[src/design/axi_lite_pkg.sv]
//////////////////////////////////////////////////////////////////////
// AXI4-lite read channel widths, response codes and word types
// Shared by every block of the read traffic master
//////////////////////////////////////////////////////////////////////

package axi_lite_pkg;

    //////////////////////////////////////////////////////////////////////
    // Channel widths
    //////////////////////////////////////////////////////////////////////

    localparam int ADDR_W = 16;
    localparam int DATA_W = 32;
    localparam int ID_W   = 8;

    //////////////////////////////////////////////////////////////////////
    // Response codes
    //////////////////////////////////////////////////////////////////////

    localparam logic [1:0] RESP_OKAY   = 2'b00;
    // Returned by the interconnect when no slave decodes the address
    localparam logic [1:0] RESP_DECERR = 2'b11;

    //////////////////////////////////////////////////////////////////////
    // Word types
    //////////////////////////////////////////////////////////////////////

    typedef logic [ADDR_W-1:0] axi_addr_t;
    typedef logic [DATA_W-1:0] axi_data_t;
    typedef logic [ID_W-1:0]   axi_id_t;
    typedef logic [1:0]        axi_resp_t;

endpackage

[src/design/traffic_pkg.sv]
//////////////////////////////////////////////////////////////////////
// Traffic rules of the read master: LFSR word decoding and the
// expected RDATA / RRESP that the slave model must return
//////////////////////////////////////////////////////////////////////

package traffic_pkg;

    // One LFSR step, seen either as a whole word or as two halves
    typedef union packed {
        logic [31:0] raw;
        struct packed {
            logic [15:0]             seed;
            axi_lite_pkg::axi_addr_t addr;
        } f;
    } lfsr_word_u;

    // Data pattern: address in the low half, its inverse above
    function automatic axi_lite_pkg::axi_data_t expected_rdata(
        input axi_lite_pkg::axi_addr_t addr
    );
        return {~addr, addr};
    endfunction

    // OKAY inside the slave window, decode error outside of it
    function automatic axi_lite_pkg::axi_resp_t expected_rresp(
        input axi_lite_pkg::axi_addr_t addr,
        input axi_lite_pkg::axi_addr_t slv_start,
        input axi_lite_pkg::axi_addr_t slv_end
    );
        if (addr >= slv_start && addr <= slv_end)
            return axi_lite_pkg::RESP_OKAY;
        return axi_lite_pkg::RESP_DECERR;
    endfunction

endpackage

[src/design/rd_master_ifs.sv]
//////////////////////////////////////////////////////////////////////
// Internal links of the read master: request issue into the slot
// table, and completion lookup from the checker into the table
//////////////////////////////////////////////////////////////////////

interface ar_issue_if;
    import axi_lite_pkg::*;

    logic      issue;
    logic [2:0] slot;
    axi_id_t   id;
    axi_data_t exp_data;
    axi_resp_t exp_resp;
    logic      slot_busy;

    modport gen (output issue, slot, id, exp_data, exp_resp, input slot_busy);
    modport tbl (input issue, slot, id, exp_data, exp_resp, output slot_busy);
endinterface

interface or_lookup_if;
    import axi_lite_pkg::*;

    axi_id_t   rid;
    logic      hit;
    axi_data_t exp_data;
    axi_resp_t exp_resp;
    // Pulse on an R handshake that hits a live slot
    logic      retire;

    modport chk (output rid, retire, input hit, exp_data, exp_resp);
    modport tbl (input rid, retire, output hit, exp_data, exp_resp);
endinterface

[src/design/lfsr32.sv]
//////////////////////////////////////////////////////////////////////
// 32-bit Galois LFSR, loaded with KEY on reset, one step per enable
//////////////////////////////////////////////////////////////////////

module lfsr32 #(
    parameter logic [31:0] KEY = 32'hFFFF_FFFF
) (
    input  logic        aclk,
    input  logic        aresetn,
    input  logic        en,
    output logic [31:0] lfsr
);

    // Taps of x^32 + x^22 + x^2 + x + 1, shifting towards bit 0
    localparam logic [31:0] TAPS = 32'h8020_0003;

    always_ff @(posedge aclk or negedge aresetn) begin
        if (!aresetn) begin
            lfsr <= KEY;
        end else if (en) begin
            lfsr <= (lfsr >> 1) ^ ({32{lfsr[0]}} & TAPS);
        end
    end

endmodule

[src/design/ar_request_gen.sv]
//////////////////////////////////////////////////////////////////////
// AR channel driver: random pacing, windowed addresses and rolling IDs
// Hands each accepted request to the slot table with its expectations
//////////////////////////////////////////////////////////////////////

module ar_request_gen #(
    parameter axi_lite_pkg::axi_id_t   MST_ID    = 8'h10,
    parameter int                      OSTD_NUM  = 4,
    parameter logic [31:0]             KEY       = 32'hFFFF_FFFF,
    parameter axi_lite_pkg::axi_addr_t SLV_START = 16'h0100,
    parameter axi_lite_pkg::axi_addr_t SLV_END   = 16'h0EFF
) (
    input  logic                    aclk,
    input  logic                    aresetn,
    input  logic                    en,
    input  axi_lite_pkg::axi_addr_t addr_min,
    input  axi_lite_pkg::axi_addr_t addr_max,
    input  logic                    arready,
    output logic                    arvalid,
    output axi_lite_pkg::axi_addr_t araddr,
    output axi_lite_pkg::axi_id_t   arid,
    output logic [2:0]              arprot,
    ar_issue_if.gen                 issue
);
    import axi_lite_pkg::*;
    import traffic_pkg::*;

    logic        ar_hs;
    logic        ar_wait;
    logic [31:0] ar_lfsr;
    lfsr_word_u  ar_word;
    logic [31:0] pace;
    logic [2:0]  id_cnt;
    axi_addr_t   cand_addr;
    axi_addr_t   ramp_q;
    axi_addr_t   ramp_addr;
    axi_addr_t   min_aligned;
    logic [ADDR_W:0] ramp_next;

    assign ar_hs = arvalid & arready;

    // Steps only on a handshake so the request fields hold while waiting
    lfsr32 #(.KEY(KEY)) u_ar_lfsr (
        .aclk    (aclk),
        .aresetn (aresetn),
        .en      (ar_hs),
        .lfsr    (ar_lfsr)
    );

    assign ar_word.raw = ar_lfsr;

    always_ff @(posedge aclk or negedge aresetn) begin
        if (!aresetn) begin
            pace    <= '0;
            id_cnt  <= '0;
            ramp_q  <= '0;
            ar_wait <= 1'b0;
        end else begin
            // A raised request stays up until the slave accepts it
            ar_wait <= arvalid & ~arready;
            if (pace == '0 || ar_hs)
                pace <= ar_word.raw;
            else if (!arvalid)
                pace <= pace >> 1;
            if (ar_hs) begin
                id_cnt <= (id_cnt == 3'(OSTD_NUM - 1)) ? 3'd0 : id_cnt + 3'd1;
                ramp_q <= (ramp_next > {1'b0, addr_max}) ? min_aligned
                                                          : ramp_next[ADDR_W-1:0];
            end
        end
    end

    //////////////////////////////////////////////////////////////////////
    // Address selection
    //////////////////////////////////////////////////////////////////////

    assign min_aligned = {addr_min[ADDR_W-1:2], 2'b00};
    assign cand_addr   = {ar_word.f.addr[ADDR_W-1:2], 2'b00};
    // Ramp restarts from the window base whenever it sits outside it
    assign ramp_addr   = (ramp_q < addr_min || ramp_q > addr_max) ? min_aligned : ramp_q;
    assign ramp_next   = {1'b0, ramp_addr} + (ADDR_W + 1)'(4);

    assign araddr  = (cand_addr >= addr_min && cand_addr <= addr_max) ? cand_addr : ramp_addr;
    assign arid    = MST_ID + axi_id_t'(id_cnt);
    assign arprot  = 3'b000;
    assign arvalid = ar_wait | (pace[0] & en & ~issue.slot_busy);

    assign issue.issue    = ar_hs;
    assign issue.slot     = id_cnt;
    assign issue.id       = arid;
    assign issue.exp_data = expected_rdata(araddr);
    assign issue.exp_resp = expected_rresp(araddr, SLV_START, SLV_END);

    // A stalled request keeps its fields until the slave takes it
    ar_hold_a: assert property (@(posedge aclk) disable iff (!aresetn)
        arvalid && !arready |=> arvalid && $stable(araddr) && $stable(arid))
        else $error("AR request changed while stalled");

endmodule

[src/design/rd_or_table.sv]
//////////////////////////////////////////////////////////////////////
// Outstanding read slots: expected completion per ID and its age
// Filled on AR handshake, freed when the checker retires the slot
//////////////////////////////////////////////////////////////////////

module rd_or_table #(
    parameter int OSTD_NUM = 4,
    parameter int TIMEOUT  = 100
) (
    input  logic    aclk,
    input  logic    aresetn,
    ar_issue_if.tbl issue,
    or_lookup_if.tbl lookup,
    output logic    or_timeout
);
    import axi_lite_pkg::*;

    localparam int AGE_W = $clog2(TIMEOUT + 1);

    logic [OSTD_NUM-1:0] busy;
    logic [OSTD_NUM-1:0] issue_sel;
    logic [OSTD_NUM-1:0] hit_vec;
    logic [AGE_W-1:0]    age [OSTD_NUM];
    axi_id_t             slot_id [OSTD_NUM];
    axi_data_t           slot_data [OSTD_NUM];
    axi_resp_t           slot_resp [OSTD_NUM];

    // Slot decode, lookup by ID and timeout detection
    always_comb begin
        lookup.exp_data = '0;
        lookup.exp_resp = RESP_OKAY;
        or_timeout      = 1'b0;
        for (int i = 0; i < OSTD_NUM; i++) begin
            issue_sel[i] = (issue.slot == 3'(i));
            hit_vec[i]   = busy[i] && (slot_id[i] == lookup.rid);
            if (hit_vec[i]) begin
                lookup.exp_data = slot_data[i];
                lookup.exp_resp = slot_resp[i];
            end
            if (busy[i] && age[i] == AGE_W'(TIMEOUT))
                or_timeout = 1'b1;
        end
    end

    assign lookup.hit      = |hit_vec;
    assign issue.slot_busy = |(busy & issue_sel);

    //////////////////////////////////////////////////////////////////////
    // Slot state
    //////////////////////////////////////////////////////////////////////

    always_ff @(posedge aclk or negedge aresetn) begin
        if (!aresetn) begin
            busy <= '0;
            for (int i = 0; i < OSTD_NUM; i++)
                age[i] <= '0;
        end else begin
            for (int i = 0; i < OSTD_NUM; i++) begin
                if (issue.issue && issue_sel[i]) begin
                    busy[i] <= 1'b1;
                    age[i]  <= '0;
                end else if (lookup.retire && hit_vec[i]) begin
                    busy[i] <= 1'b0;
                    age[i]  <= '0;
                end else if (busy[i] && age[i] != AGE_W'(TIMEOUT)) begin
                    // Saturates once the deadline is reached
                    age[i] <= age[i] + AGE_W'(1);
                end
            end
        end
    end

    // Expectations captured with the request
    always_ff @(posedge aclk) begin
        for (int i = 0; i < OSTD_NUM; i++) begin
            if (issue.issue && issue_sel[i]) begin
                slot_id[i]   <= issue.id;
                slot_data[i] <= issue.exp_data;
                slot_resp[i] <= issue.exp_resp;
            end
        end
    end

    // The request side must never overwrite a live slot
    issue_free_a: assert property (@(posedge aclk) disable iff (!aresetn)
        issue.issue |-> (busy & issue_sel) == '0)
        else $error("AR issued into a busy slot");

endmodule

[src/design/r_completion_checker.sv]
//////////////////////////////////////////////////////////////////////
// R channel side: random RREADY, completion checks and sticky error
//////////////////////////////////////////////////////////////////////

module r_completion_checker #(
    parameter axi_lite_pkg::axi_id_t MST_ID = 8'h10,
    parameter logic [31:0]           KEY    = 32'hFFFF_FFFF
) (
    input  logic                    aclk,
    input  logic                    aresetn,
    input  logic                    en,
    input  logic                    rvalid,
    output logic                    rready,
    input  axi_lite_pkg::axi_id_t   rid,
    input  axi_lite_pkg::axi_data_t rdata,
    input  axi_lite_pkg::axi_resp_t rresp,
    input  logic                    or_timeout,
    or_lookup_if.chk                lookup,
    output logic                    error
);
    import axi_lite_pkg::*;

    // Half-word rotation keeps R pacing apart from AR pacing
    localparam logic [31:0] R_KEY = {KEY[15:0], KEY[31:16]};

    logic [31:0] r_lfsr;
    logic [31:0] pace;
    logic        reload;
    logic        r_hs;
    logic        bad_cmpl;
    logic        error_q;

    // Pacing word drains one bit per cycle, then takes a fresh LFSR step
    assign reload = (pace[31:1] == '0);

    lfsr32 #(.KEY(R_KEY)) u_r_lfsr (
        .aclk    (aclk),
        .aresetn (aresetn),
        .en      (reload),
        .lfsr    (r_lfsr)
    );

    assign rready = pace[0];
    assign r_hs   = rvalid & rready;

    assign lookup.rid    = rid;
    assign lookup.retire = r_hs & lookup.hit;

    // ID must carry the master bits, hit a slot and match its expectations
    assign bad_cmpl = ((rid & MST_ID) != MST_ID) || !lookup.hit
                      || (rdata != lookup.exp_data) || (rresp != lookup.exp_resp);

    always_ff @(posedge aclk or negedge aresetn) begin
        if (!aresetn) begin
            pace    <= '0;
            error_q <= 1'b0;
        end else begin
            pace <= reload ? r_lfsr : pace >> 1;
            if ((r_hs && bad_cmpl) || or_timeout)
                error_q <= 1'b1;
        end
    end

    assign error = error_q & en;

endmodule

[src/design/rd_traffic_master.sv]
//////////////////////////////////////////////////////////////////////
// AXI4-lite read traffic master: random reads, checked completions
//////////////////////////////////////////////////////////////////////

module rd_traffic_master #(
    parameter axi_lite_pkg::axi_id_t   MST_ID    = 8'h10,
    parameter int                      OSTD_NUM  = 4,
    parameter int                      TIMEOUT   = 100,
    parameter logic [31:0]             KEY       = 32'h5A3C_96E1,
    parameter axi_lite_pkg::axi_addr_t SLV_START = 16'h0100,
    parameter axi_lite_pkg::axi_addr_t SLV_END   = 16'h0EFF
) (
    input  logic                    aclk,
    input  logic                    aresetn,
    input  logic                    en,
    input  axi_lite_pkg::axi_addr_t addr_min,
    input  axi_lite_pkg::axi_addr_t addr_max,
    output logic                    arvalid,
    input  logic                    arready,
    output axi_lite_pkg::axi_addr_t araddr,
    output axi_lite_pkg::axi_id_t   arid,
    output logic [2:0]              arprot,
    input  logic                    rvalid,
    output logic                    rready,
    input  axi_lite_pkg::axi_id_t   rid,
    input  axi_lite_pkg::axi_data_t rdata,
    input  axi_lite_pkg::axi_resp_t rresp,
    output logic                    error
);

    logic or_timeout;

    ar_issue_if  issue_bus ();
    or_lookup_if lookup_bus ();

    ar_request_gen #(
        .MST_ID    (MST_ID),
        .OSTD_NUM  (OSTD_NUM),
        .KEY       (KEY),
        .SLV_START (SLV_START),
        .SLV_END   (SLV_END)
    ) u_ar_gen (
        .aclk     (aclk),
        .aresetn  (aresetn),
        .en       (en),
        .addr_min (addr_min),
        .addr_max (addr_max),
        .arready  (arready),
        .arvalid  (arvalid),
        .araddr   (araddr),
        .arid     (arid),
        .arprot   (arprot),
        .issue    (issue_bus)
    );

    rd_or_table #(
        .OSTD_NUM (OSTD_NUM),
        .TIMEOUT  (TIMEOUT)
    ) u_or_table (
        .aclk       (aclk),
        .aresetn    (aresetn),
        .issue      (issue_bus),
        .lookup     (lookup_bus),
        .or_timeout (or_timeout)
    );

    r_completion_checker #(
        .MST_ID (MST_ID),
        .KEY    (KEY)
    ) u_r_checker (
        .aclk       (aclk),
        .aresetn    (aresetn),
        .en         (en),
        .rvalid     (rvalid),
        .rready     (rready),
        .rid        (rid),
        .rdata      (rdata),
        .rresp      (rresp),
        .or_timeout (or_timeout),
        .lookup     (lookup_bus),
        .error      (error)
    );

endmodule

[config.mk]
export PLATFORM = sky130hd
export DESIGN_NAME = rd_traffic_master
export DESIGN_NICKNAME = d
export VERILOG_FILES = /design/src/design/axi_lite_pkg.sv /design/src/design/traffic_pkg.sv /design/src/design/rd_master_ifs.sv /design/src/design/lfsr32.sv /design/src/design/ar_request_gen.sv /design/src/design/rd_or_table.sv /design/src/design/r_completion_checker.sv /design/src/design/rd_traffic_master.sv
export SDC_FILE = /design/constraint.sdc
export NUM_CORES = 1
export LEC_CHECK = 0
export BUFFER_PORTS_ARGS = -buffer_cell sky130_fd_sc_hd__buf_2
export CAP_MARGIN = 20
export CELL_PAD_IN_SITES_DETAIL_PLACEMENT = 0
export CELL_PAD_IN_SITES_GLOBAL_PLACEMENT = 1
export CORE_ASPECT_RATIO = 0.9
export CORE_UTILIZATION = 45
export DETAILED_ROUTE_END_ITERATION = 12
export GPL_TIMING_DRIVEN = 1
export PLACE_DENSITY_LB_ADDON = 0.1
export REMOVE_ABC_BUFFERS = 1
export SLEW_MARGIN = 20
export SYNTH_ARGS = -nofsm -noshare
export SYNTH_HDL_FRONTEND = slang
export SYNTH_SLANG_ARGS = --single-unit
[constraint.sdc]
create_clock -name aclk -period 8.04 [get_ports aclk]
set_input_delay 1.608 -clock aclk [delete_from_list [all_inputs] [get_ports aclk]]
set_output_delay 1.608 -clock aclk [all_outputs]
set_load 0.005 [all_outputs]
==> run metrics <==
status complete, no violations; Root Driver clkbuf_16; drt pass-1 iters 5; layout cells sized above 1 0.159; Cells after DPL 2,035; setup TNS 0 ns; Post-CTS Hold Buffers 0; Ys Warns 0; CTS sink count 325; cell count after synthesis 1,519; CTS tree done; critical path required time 8.45 ns; final WL 40,700 µm; most common flop cell mapped by yosys dfrtp_1; Initial Utilization 0.455; TritonCTS buffer count 37; post-route ant nets 0; sequential cell area fraction in the yosys report 0.541; number of synthesized flops with an enable pin 144; initial DRC count 723; num rows 66; Nets 1,766; crit-path max FO 13; DR WL/cell 19.3 µm; Worst EP arrival 7.21 ns; routed via count 11,400; Final Hold Fails 0; clock buffer depth 3; worst-margin pin slew 1.02 ns; total design power 3.63 mW; PwrDens 195 nW/µm²; Post-Layout Cell Count 2,105; relative slew slack 0.321; Final Setup Violations 0; hold slack 0.455 ns; critical path type input port to flip-flop; Crit. End Element flip-flop; DRC viols 0; I/O pin count 109; #FFs+latches synth 325; commonest cells after routing, fill and taps aside nand2_1 (204), dfrtp_1 (149), edfxtp_1 (144); final worst-path cycle share 0.846; initial antenna violation count 1; post-CTS setup buffers 0; vias per inst 5.43; VDD IR max 0.000123 V; vias in the first global route 11,000; Die Y 183 µm; final worst path period need 6.80 ns; Post-synth ARST share 0.557; grt met2 use 0.341; All-Layer GR Usage 0.221; CTS resizes 0; P&R area growth vs syn 13.1%; setup ws final 1.24 ns; post-synthesis cell type count 61; RSZ-0062 raised after global routing false; Port Buf Inserts 100; max_cap viols 0; most common cell after layout, fill and taps aside nand2_1; met3 GRT Util 0.0307; Cell Area, Synth 16,400 µm²; Post-DP HPWL 27,700 µm; synth top area cells edfxtp_1 (26%), dfrtp_1 (23%), ha_1 (6.7%), dfstp_2 (5.1%), nand2_1 (4.7%); DIE WIDTH 203 µm; core area 36,100 µm²; Max Freq 147 MHz; leakage power 8.52 nW; pin count of the biggest net entering global routing 67; crit start category input port; first-pass GRT wire length 63,800 µm; mean post-synth cell area 10.8 µm²; Yosys top cell by area edfxtp_1; Hold Crit Class flip-flop to flip-flop; H-tree depth 2; Worst-path clk slew 0.06 ns; clk_lat worst skew 0.54 ns; die area 37,300 µm²; Final Max Slew Viols 0; Top Usage Layer GRT met2; M1 GR Usage 0.327; total grt overflow 0; clk_skew 0.0218 ns; top cell type's share of synthesized area 0.263; pre-CTS setup slack 0.710 ns; gpl congestion 0.848
-- synthesized netlist by cell type, drive strengths merged, types with 24 or more instances --
library cell	count
nand2	205
dfrtp	149
edfxtp	144
nor2	120
ha	88
inv	77
o21ai	69
a21oi	68
xnor2	64
a21o	56
clkbuf	45
buf	41
mux2	40
mux2i	37
nand4	35
dfstp	32
a221oi	26
xor2	25
a22oi	24
nor3	24
-- critical path: stages --
cell and delay (ns):
buf_2 0.11, inv_1 0.17, ha_1 0.28, a21o_1 0.16, a21o_1 0.17, a21oi_1 0.17
o221ai_1 0.14, a31oi_1 0.32, a21oi_4 0.08, o21ai_0 0.29, ha_1 0.29, nand3_1 0.13
or3_1 0.40, or4_1 0.55, xnor2_1 0.15, nor2_1 0.05, a21oi_1 0.20, ha_1 0.28
a21o_1 0.18, a21oi_1 0.21, o211ai_1 0.13, a21oi_1 0.22, o21ai_2 0.32, buf_4 0.27
o32ai_1 0.27, a31oi_1 0.06
-- per-stage QoR --
stage / util / area (µm²)
floorplan: - / 16000
global placement: 0.480 / 17300
detailed placement: 0.480 / 17300
CTS: 0.515 / 18600
global route: 0.515 / 18600
finish: 0.515 / 18600
-- layer usage --
metal,vias up,share of wire
li1,5573,-
met1,5588,0.49
met2,235,0.45
met3,44,0.044
met4,0,0.017
met5,-,0
-- area by class of cell --
cell class                 instances  area, µm²
tap                              476        596
fill                            3262      17500
multi-input combinational       1037       6890
antenna                            1       2.50
inverter                          77        289
sequential                       325       8890
timing repair buffer             121        677
clock buffer                      50        995
clock inverter                    18        250
-- power breakdown --
group / internal (mW) / leakage, nW / switching (mW)
logic: 0.0599 / 4.37 / 0.104
registers: 1.73 / 3.55 / 0
clock network: 1.04 / 0.600 / 0.692
total: 2.84 / 8.52 / 0.796
-- worst paths after layout --
path / from / to / slack [ns] / cells after the start
setup / recovery: addr_min[13] / u_ar_gen.ramp_q[2]$_DFFE_PN0P_ / 1.24 / 26
hold / removal: u_r_checker.pace[11]$_DFF_PN0_ / u_r_checker.pace[10]$_DFF_PN0_ / 0.45 / 1
setup reg to reg: u_ar_gen.ramp_q[11]$_DFFE_PN0P_ / u_ar_gen.ramp_q[2]$_DFFE_PN0P_ / 2.00 / 22
hold reg to reg: u_r_checker.pace[11]$_DFF_PN0_ / u_r_checker.pace[10]$_DFF_PN0_ / 0.45 / 1
max in group asynchronous: aresetn / u_ar_gen.u_ar_lfsr.lfsr[23]$_DFFE_PN0P_ / 5.64 / 2
min in group asynchronous: aresetn / u_or_table.age[16]$_DFFE_PN0P_ / 1.07 / 1
-- state kept, by name, indices dropped and copies added (netlist names) --
signal	count
u_or_table.busy	4
u_or_table.slot_id	12
u_ar_gen.pace	32
u_r_checker.error_q	1
u_or_table.age	28
u_ar_gen.ramp_q	16
u_r_checker.pace	32
u_r_checker.u_r_lfsr.lfsr	32
u_or_table.slot_data	128
u_ar_gen.u_ar_lfsr.lfsr	32
u_ar_gen.ar_wait	1
u_ar_gen.issue.slot	3
u_or_table.slot_resp	4
-- logic make-up after synthesis --
family                     Yosys count  synth area share
AOI/OAI and AO/OA                  294             0.118
xor gates and xnor gates            89            0.0474
adders and majority gates           88            0.0670
buffers and inverters              163            0.0439
DFF                                325             0.541
muxes                               77            0.0499
other                                2          0.000457
and+or+nand+nor                    481             0.133
Power figures use the tool's default switching activity.
